## config.mk

```make
export PLATFORM = sky130hd
export DESIGN_NAME = core_top
export DESIGN_NICKNAME = d
export VERILOG_FILES = /design/src/hdl/core_pkg.sv /design/src/hdl/core_top.sv /design/src/hdl/decode_stage.sv /design/src/hdl/execute_stage.sv /design/src/hdl/writeback_stage.sv
export SDC_FILE = /design/constraint.sdc
export NUM_CORES = 2
export LEC_CHECK = 0
export BUFFER_PORTS_ARGS = -buffer_cell sky130_fd_sc_hd__buf_2
export CAP_MARGIN = 20
export CORE_MARGIN = 1
export CORE_UTILIZATION = 30
export CTS_BUF_LIST = sky130_fd_sc_hd__clkbuf_4 sky130_fd_sc_hd__clkbuf_8
export DETAILED_ROUTE_END_ITERATION = 16
export GPL_TIMING_DRIVEN = 1
export SLEW_MARGIN = 20
export SYNTH_ARGS = -nofsm -noshare
export SYNTH_HDL_FRONTEND = slang
export SYNTH_SLANG_ARGS = --single-unit
```

## constraint.sdc

```tcl
create_clock -name aclk -period 5.4 [get_ports aclk]
set_clock_uncertainty 0.1 [all_clocks]
set_input_delay 1.08 -clock aclk [delete_from_list [all_inputs] [get_ports aclk]]
set_output_delay 1.08 -clock aclk [all_outputs]
set_load 0.05 [all_outputs]
```

## src/hdl/core_pkg.sv

```systemverilog
`default_nettype none

package core_pkg;

  localparam int WORD_W     = 32;
  localparam int INSTR_W    = 32;
  localparam int REG_ADDR_W = 5;
  localparam int ALU_OP_W   = 4;
  localparam int IMM_SEL_W  = 2;
  localparam int NUM_REGS   = 32;

  typedef logic [WORD_W-1:0]     word_t;
  typedef logic [INSTR_W-1:0]    instr_t;
  typedef logic [REG_ADDR_W-1:0] reg_addr_t;
  typedef logic [ALU_OP_W-1:0]   alu_op_t;
  typedef logic [IMM_SEL_W-1:0]  imm_sel_t;

  // LA32 reset vector
  localparam word_t RESET_PC = 32'h1C00_0000;
  localparam word_t PC_STEP  = 32'd4;

  // alu operations
  localparam alu_op_t ALU_NOP  = 4'd0;
  localparam alu_op_t ALU_ADD  = 4'd1;
  localparam alu_op_t ALU_SUB  = 4'd2;
  localparam alu_op_t ALU_SLT  = 4'd3;
  localparam alu_op_t ALU_SLTU = 4'd4;
  localparam alu_op_t ALU_AND  = 4'd5;
  localparam alu_op_t ALU_OR   = 4'd6;
  localparam alu_op_t ALU_XOR  = 4'd7;
  localparam alu_op_t ALU_SLL  = 4'd8;
  localparam alu_op_t ALU_SRL  = 4'd9;
  localparam alu_op_t ALU_SRA  = 4'd10;

  // second operand source
  localparam imm_sel_t IMM_NONE = 2'd0;
  localparam imm_sel_t IMM_SI12 = 2'd1;
  localparam imm_sel_t IMM_UI5  = 2'd2;
  localparam imm_sel_t IMM_SI20 = 2'd3;

  // register-register, instr[31:15]
  localparam logic [16:0] OP_ADD_W  = 17'h00020;
  localparam logic [16:0] OP_SUB_W  = 17'h00022;
  localparam logic [16:0] OP_SLT    = 17'h00024;
  localparam logic [16:0] OP_SLTU   = 17'h00025;
  localparam logic [16:0] OP_AND    = 17'h00029;
  localparam logic [16:0] OP_OR     = 17'h0002A;
  localparam logic [16:0] OP_XOR    = 17'h0002B;
  localparam logic [16:0] OP_SLL_W  = 17'h0002E;
  localparam logic [16:0] OP_SRL_W  = 17'h0002F;
  localparam logic [16:0] OP_SRA_W  = 17'h00030;

  // shift by ui5, also instr[31:15]
  localparam logic [16:0] OP_SLLI_W = 17'h00081;
  localparam logic [16:0] OP_SRLI_W = 17'h00089;
  localparam logic [16:0] OP_SRAI_W = 17'h00091;

  // instr[31:22]
  localparam logic [9:0]  OP_ADDI_W  = 10'h00A;
  // instr[31:25]
  localparam logic [6:0]  OP_LU12I_W = 7'h0A;

  typedef struct packed {
    logic      valid;
    word_t     pc;
    alu_op_t   alu_op;
    word_t     src1;
    word_t     src2;
    reg_addr_t rd;
    logic      wen;
  } dec_to_exe_t;

  typedef struct packed {
    logic      valid;
    word_t     pc;
    reg_addr_t rd;
    logic      wen;
    word_t     result;
  } exe_to_wb_t;

  // execute result seen by decode in the same cycle
  typedef struct packed {
    logic      wen;
    reg_addr_t rd;
    word_t     data;
  } fwd_t;

endpackage

`default_nettype wire

```

## src/hdl/core_top.sv

```systemverilog
`timescale 1ns/1ps
`default_nettype none

module core_top import core_pkg::*; (
  input  wire         aclk,
  input  wire         arst_n_i,
  input  wire         instr_valid_i,
  input  wire instr_t instr_i,
  output logic        wb_valid_o,
  output word_t       wb_pc_o,
  output logic        wb_rf_wen_o,
  output reg_addr_t   wb_rf_wnum_o,
  output word_t       wb_rf_wdata_o
);

  dec_to_exe_t dec;
  exe_to_wb_t  exe;
  fwd_t        exe_fwd;
  reg_addr_t   rj_addr;
  reg_addr_t   rk_addr;
  word_t       rj_data;
  word_t       rk_data;

  decode_stage i_decode (
    .aclk          (aclk),
    .arst_n_i      (arst_n_i),
    .instr_valid_i (instr_valid_i),
    .instr_i       (instr_i),
    .exe_fwd_i     (exe_fwd),
    .rj_addr_o     (rj_addr),
    .rk_addr_o     (rk_addr),
    .rj_data_i     (rj_data),
    .rk_data_i     (rk_data),
    .dec_o         (dec)
  );

  execute_stage i_execute (
    .aclk      (aclk),
    .arst_n_i  (arst_n_i),
    .dec_i     (dec),
    .exe_fwd_o (exe_fwd),
    .exe_o     (exe)
  );

  writeback_stage i_writeback (
    .aclk          (aclk),
    .arst_n_i      (arst_n_i),
    .exe_i         (exe),
    .rj_addr_i     (rj_addr),
    .rk_addr_i     (rk_addr),
    .rj_data_o     (rj_data),
    .rk_data_o     (rk_data),
    .wb_valid_o    (wb_valid_o),
    .wb_pc_o       (wb_pc_o),
    .wb_rf_wen_o   (wb_rf_wen_o),
    .wb_rf_wnum_o  (wb_rf_wnum_o),
    .wb_rf_wdata_o (wb_rf_wdata_o)
  );

endmodule

`default_nettype wire

```

## src/hdl/decode_stage.sv

```systemverilog
`timescale 1ns/1ps
`default_nettype none

module decode_stage import core_pkg::*; (
  input  wire         aclk,
  input  wire         arst_n_i,
  input  wire         instr_valid_i,
  input  wire instr_t instr_i,
  input  wire fwd_t   exe_fwd_i,
  output reg_addr_t   rj_addr_o,
  output reg_addr_t   rk_addr_o,
  input  wire word_t  rj_data_i,
  input  wire word_t  rk_data_i,
  output dec_to_exe_t dec_o
);

  logic        ir_valid;
  instr_t      ir_instr;
  word_t       ir_pc;
  word_t       pc_cnt;

  reg_addr_t   rd;
  reg_addr_t   rj;
  reg_addr_t   rk;
  logic [16:0] op17;
  logic [9:0]  op10;
  logic [6:0]  op7;

  alu_op_t     alu_op;
  imm_sel_t    imm_sel;
  logic        src1_zero;
  word_t       imm;
  word_t       rj_val;
  word_t       rk_val;
  dec_to_exe_t dec_d;

  // pc only advances on accepted instructions
  always_ff @(posedge aclk or negedge arst_n_i) begin
    if (!arst_n_i) begin
      ir_valid <= 1'b0;
      ir_instr <= '0;
      ir_pc    <= RESET_PC;
      pc_cnt   <= RESET_PC;
    end else begin
      ir_valid <= instr_valid_i;
      if (instr_valid_i) begin
        ir_instr <= instr_i;
        ir_pc    <= pc_cnt;
        pc_cnt   <= pc_cnt + PC_STEP;
      end
    end
  end

  assign rd   = ir_instr[4:0];
  assign rj   = ir_instr[9:5];
  assign rk   = ir_instr[14:10];
  assign op17 = ir_instr[31:15];
  assign op10 = ir_instr[31:22];
  assign op7  = ir_instr[31:25];

  assign rj_addr_o = rj;
  assign rk_addr_o = rk;

  // opcode tables
  always_comb begin
    alu_op    = ALU_NOP;
    imm_sel   = IMM_NONE;
    src1_zero = 1'b0;
    if (op10 == OP_ADDI_W) begin
      alu_op  = ALU_ADD;
      imm_sel = IMM_SI12;
    end else if (op7 == OP_LU12I_W) begin
      // upper immediate added to zero
      alu_op    = ALU_ADD;
      imm_sel   = IMM_SI20;
      src1_zero = 1'b1;
    end else begin
      case (op17)
        OP_ADD_W:  alu_op = ALU_ADD;
        OP_SUB_W:  alu_op = ALU_SUB;
        OP_SLT:    alu_op = ALU_SLT;
        OP_SLTU:   alu_op = ALU_SLTU;
        OP_AND:    alu_op = ALU_AND;
        OP_OR:     alu_op = ALU_OR;
        OP_XOR:    alu_op = ALU_XOR;
        OP_SLL_W:  alu_op = ALU_SLL;
        OP_SRL_W:  alu_op = ALU_SRL;
        OP_SRA_W:  alu_op = ALU_SRA;
        OP_SLLI_W: begin
          alu_op  = ALU_SLL;
          imm_sel = IMM_UI5;
        end
        OP_SRLI_W: begin
          alu_op  = ALU_SRL;
          imm_sel = IMM_UI5;
        end
        OP_SRAI_W: begin
          alu_op  = ALU_SRA;
          imm_sel = IMM_UI5;
        end
        default:   alu_op = ALU_NOP;
      endcase
    end
  end

  always_comb begin
    case (imm_sel)
      IMM_SI12: imm = {{20{ir_instr[21]}}, ir_instr[21:10]};
      IMM_UI5:  imm = {27'd0, ir_instr[14:10]};
      IMM_SI20: imm = {ir_instr[24:5], 12'd0};
      default:  imm = '0;
    endcase
  end

  // distance one comes from execute, longer distances from the register file
  assign rj_val = (exe_fwd_i.wen && exe_fwd_i.rd == rj && rj != '0) ?
                  exe_fwd_i.data : rj_data_i;
  assign rk_val = (exe_fwd_i.wen && exe_fwd_i.rd == rk && rk != '0) ?
                  exe_fwd_i.data : rk_data_i;

  always_comb begin
    dec_d.valid  = ir_valid;
    dec_d.pc     = ir_pc;
    dec_d.alu_op = alu_op;
    dec_d.src1   = src1_zero ? '0 : rj_val;
    dec_d.src2   = (imm_sel == IMM_NONE) ? rk_val : imm;
    dec_d.rd     = rd;
    // unknown opcodes still flow down as a valid no-op
    dec_d.wen    = ir_valid && (alu_op != ALU_NOP) && (rd != '0);
  end

  always_ff @(posedge aclk or negedge arst_n_i) begin
    if (!arst_n_i) begin
      dec_o <= '0;
    end else begin
      dec_o <= dec_d;
    end
  end

endmodule

`default_nettype wire

```

## src/hdl/execute_stage.sv

```systemverilog
`timescale 1ns/1ps
`default_nettype none

module execute_stage import core_pkg::*; (
  input  wire              aclk,
  input  wire              arst_n_i,
  input  wire dec_to_exe_t dec_i,
  output fwd_t             exe_fwd_o,
  output exe_to_wb_t       exe_o
);

  logic [4:0] shamt;
  word_t      result;
  logic       wen;

  assign shamt = dec_i.src2[4:0];
  assign wen   = dec_i.valid & dec_i.wen;

  always_comb begin
    case (dec_i.alu_op)
      ALU_ADD:  result = dec_i.src1 + dec_i.src2;
      ALU_SUB:  result = dec_i.src1 - dec_i.src2;
      ALU_SLT: begin
        result = '0;
        result[0] = $signed(dec_i.src1) < $signed(dec_i.src2);
      end
      ALU_SLTU: begin
        result = '0;
        result[0] = dec_i.src1 < dec_i.src2;
      end
      ALU_AND:  result = dec_i.src1 & dec_i.src2;
      ALU_OR:   result = dec_i.src1 | dec_i.src2;
      ALU_XOR:  result = dec_i.src1 ^ dec_i.src2;
      ALU_SLL:  result = dec_i.src1 << shamt;
      ALU_SRL:  result = dec_i.src1 >> shamt;
      // sign fill
      ALU_SRA:  result = $unsigned($signed(dec_i.src1) >>> shamt);
      default:  result = '0;
    endcase
  end

  // same-cycle path back to decode
  always_comb begin
    exe_fwd_o.wen  = wen;
    exe_fwd_o.rd   = dec_i.rd;
    exe_fwd_o.data = result;
  end

  always_ff @(posedge aclk or negedge arst_n_i) begin
    if (!arst_n_i) begin
      exe_o <= '0;
    end else begin
      exe_o.valid  <= dec_i.valid;
      exe_o.pc     <= dec_i.pc;
      exe_o.rd     <= dec_i.rd;
      exe_o.wen    <= wen;
      exe_o.result <= result;
    end
  end

endmodule

`default_nettype wire

```

## src/hdl/writeback_stage.sv

```systemverilog
`timescale 1ns/1ps
`default_nettype none

module writeback_stage import core_pkg::*; (
  input  wire             aclk,
  input  wire             arst_n_i,
  input  wire exe_to_wb_t exe_i,
  input  wire reg_addr_t  rj_addr_i,
  input  wire reg_addr_t  rk_addr_i,
  output word_t           rj_data_o,
  output word_t           rk_data_o,
  output logic            wb_valid_o,
  output word_t           wb_pc_o,
  output logic            wb_rf_wen_o,
  output reg_addr_t       wb_rf_wnum_o,
  output word_t           wb_rf_wdata_o
);

  word_t rf [NUM_REGS];
  logic  wb_wen;

  // exe_i is the registered write-back item, visible for one cycle
  assign wb_wen = exe_i.valid & exe_i.wen & (exe_i.rd != '0);

  // r0 reads zero, pending write wins over the array
  function automatic word_t read_port(input reg_addr_t addr);
    word_t data;
    if (addr == '0) begin
      data = '0;
    end else if (wb_wen && exe_i.rd == addr) begin
      data = exe_i.result;
    end else begin
      data = rf[addr];
    end
    return data;
  endfunction

  always_comb begin
    rj_data_o = read_port(rj_addr_i);
    rk_data_o = read_port(rk_addr_i);
  end

  // array updates at the end of the write-back cycle
  always_ff @(posedge aclk or negedge arst_n_i) begin
    if (!arst_n_i) begin
      for (int i = 0; i < NUM_REGS; i++) begin
        rf[i] <= '0;
      end
    end else if (wb_wen) begin
      rf[exe_i.rd] <= exe_i.result;
    end
  end

  // debug view
  assign wb_valid_o    = exe_i.valid;
  assign wb_pc_o       = exe_i.pc;
  assign wb_rf_wen_o   = wb_wen;
  assign wb_rf_wnum_o  = exe_i.rd;
  assign wb_rf_wdata_o = exe_i.result;

endmodule

`default_nettype wire

```

==> results.py <==
metrics = {
    "synthesis": {
        "synth_top_area_share_pct": 43.4,
        "seq_area_frac_synth_pct": 43.6,
        "synth_edf_count": 0,
        "syn_inst": 5456,
        "syn_area_mm2": 0.0741,
        "synth-main-ff-cell": "dfrtp_1",
        "ys_types": 103,
        "ys_async_sr_fraction_pct": 100,
        "synth_most_common_cell": "dfrtp_1",
        "synthTopCellsByArea": "dfrtp_1 (43%), mux4_2 (21%), mux2_2 (16%)",
        "syn_avg_cell_area_um2": 13.6,
        "yosys_warnings": 0,
        "yosysTopAreaCell": "dfrtp_1",
        "synth_common_cells": "dfrtp_1 (1285), mux2_2 (1064), mux4_2 (699)",
        "ys_seq_elements": 1291,
    },
    "clock_network": {
        "cts-root-buf": "clkbuf_8",
        "holdBufCountCts": 0,
        "cts_sinks": 1291,
        "clk_pin_slew_ns": 0.07,
        "cts_buffers": 215,
        "cts_tree": "built",
        "postCtsResizedCells": 0,
        "clock_path_buffers": 3,
        "cts_setup_buffers": 0,
        "clkLatencyLatePin_ns": 1.02,
        "cts-htree-levels": 4,
    },
    "placed_design": {
        "dpl_cell_area_mm2": 0.0782,
        "gp_congestion": 0.995,
        "dp_slack_ns": 0.789,
        "port_buffers": 103,
        "dpl.hpwl_um": 165000,
        "dp_cells": 8362,
    },
    "layout": {
        "nets": 5498,
        "fill_cells": 23800,
        "fin_util_pct": 33.9,
        "area_growth_syn_to_layout_pct": 12.3,
        "stdcell_count": 8771,
        "layout-drive-gt1-share_pct": 46.4,
        "design_area_mm2": 0.0833,
    },
    "run_status": {
        "status": "complete, no violations",
    },
    "power": {
        "p_seq_share_pct": 46.3,
        "vdd_drop_max_v": 0.000170,
        "p_total_mw": 21.8,
        "sw_frac_of_total_pct": 26.2,
        "p_leak_nw": 37.2,
        "powerDensity_mw_per_mm2": 262,
        "internal_power_mw": 16.1,
        "p_sw_mw": 5.71,
        "comb_power_share_pct": 8.0,
        "pwr-share-clk_pct": 45.7,
    },
    "critical_path": {
        "worstSetupEndpointType": "register",
        "crit_type": "reg2reg",
        "worstPathRequired_ns": 6.20,
        "r2r_end": "i_decode.dec_o[68]",
        "cp_data_arrival_time_ns": 5.48,
        "r2r_cells": 11,
        "setup.worst_path.start_class": "register",
        "worstReg2RegStart": "i_decode.dec_o[7]",
        "r2r_slack_ns": 0.72,
        "crit_fanout": 16,
    },
    "timing": {
        "tns_ns": 0,
        "slew_violations": 0,
        "whs_ns": 0.125,
        "setup_ws_ns": 0.723,
        "tightest_slew_ns": 1.16,
        "fin_crit_ns": 4.68,
        "setup_viol": 0,
        "max_freq_mhz": 214,
        "period_share_pct": 86.6,
        "rsz0062_at_grt": "no",
        "slew_headroom_pct": 22.2,
        "hold_violations": 0,
    },
    "floorplan": {
        "design.portCount": 106,
        "die_w_um": 499,
        "start_util_pct": 30.2,
        "core_mm2": 0.246,
        "rows": 182,
        "die_area_mm2": 0.249,
        "die_y_um": 499,
    },
    "route": {
        "routed_wl_um": 256000,
        "via_count": 50600,
        "antenna_left": 0,
        "firstDrtPassIters": 6,
        "drc": 0,
        "drt_iter0_markers": 5345,
        "wl_per_cell_um": 29.1,
        "routed_via_density": 5.77,
    },
    "global_routing": {
        "gr-total-overflow": 0,
        "grt_util_all_layers_pct": 20.4,
        "antenna_found_initial": 13,
        "grt_pass1_wl_um": 375000,
        "grt_max_degree": 149,
        "grt_pass1_vias": 51800,
    },
    "job": {
        "cap_violations": 0,
    },
    "min_path": {
        "hp-class": "in2async",
    },
}
-- state kept, by name, indices dropped and copies added, names as in the netlist --
register / count
i_writeback.rf: 1024
i_decode.ir_instr: 32
i_decode.ir_pc: 30
i_execute.exe_o: 69
i_decode.pc_cnt: 30
i_decode.dec_o: 105
i_decode.ir_valid: 1
-- routing by layer --
layer	wire length (µm)	part of all wire [%]	global-route usage, %
met1	106000	42	27.8
met2	117000	46	31.5
met3	21600	8.5	4.44
met4	10700	4.2	7.97
met5	33	0.013	0
-- layout by cell type, fill, tap and decap left out, types with 63 or more instances in the layout --
master       n
a21oi_1    169
buf_2      101
buf_4      148
clkbuf_4    63
clkbuf_8   280
dfrtp_1   1264
ha_1       102
inv_1      115
mux2_2    1064
mux2i_1    121
mux4_2     699
nand2_1    239
nor2_1     207
o21ai_0    128
-- area by class of cell --
cell class | instances | area [µm²] | share of cell area [%]
repair buffers | 287 | 2360 | 2.84
clock buffers | 343 | 4330 | 5.20
diodes | 4 | 10.0 | 0.0120
clock inverters | 62 | 708 | 0.851
flip-flops and latches | 1291 | 32400 | 38.9
multi-input cells | 3446 | 39000 | 46.9
inverters | 118 | 443 | 0.532
well taps | 3220 | 4030 | 4.84
-- worst max-delay path: stages (launching register included) --
cell and delay (ns):
dfrtp_2 0.63, clkinv_1 0.52, fa_1 0.63, nor2b_1 0.22, o211ai_2 0.15, a21o_1 0.24
a2111oi_2 0.45, o211ai_1 0.35, a2111oi_2 0.65, a2111oi_1 0.14, a211o_1 0.32, a22o_1 0.21
-- power by group through the flow --
stage / combinational (mW) / sequential [mW] / clock [mW]
floorplan: 1.20 / 10.0 / 0
finish: 1.74 / 10.1 / 9.95
detailed placement: 1.76 / 10.3 / 0
global placement: 1.75 / 10.3 / 0
CTS: 1.76 / 10.1 / 10.2
global route: 1.85 / 10.1 / 10.6
-- kinds of logic after synthesis --
group           synth area share, %
other cells                 0.00506
mux                            39.0
simple gates                   4.59
flops                          43.6
fa+ha+maj                      1.78
buf+inv                        4.21
xor+xnor                      0.626
compound gates                 6.16
-- how the worst max path moves through the flow --
stage,to,start,slack (ns),cells after the start
6_report,i_decode.dec_o[68],i_decode.dec_o[7],0.72,11
3_5_place_dp,i_decode.dec_o[68],i_decode.dec_o[7],0.79,11
5_1_grt,i_decode.dec_o[68],i_decode.dec_o[7],0.57,11
4_1_cts,i_decode.dec_o[68],i_decode.dec_o[7],0.83,11
2_1_floorplan,i_decode.dec_o[34],i_decode.dec_o[8],1.26,15
3_3_place_gp,i_decode.dec_o[68],i_decode.dec_o[7],0.83,11
Power figures use the tool's default switching activity.
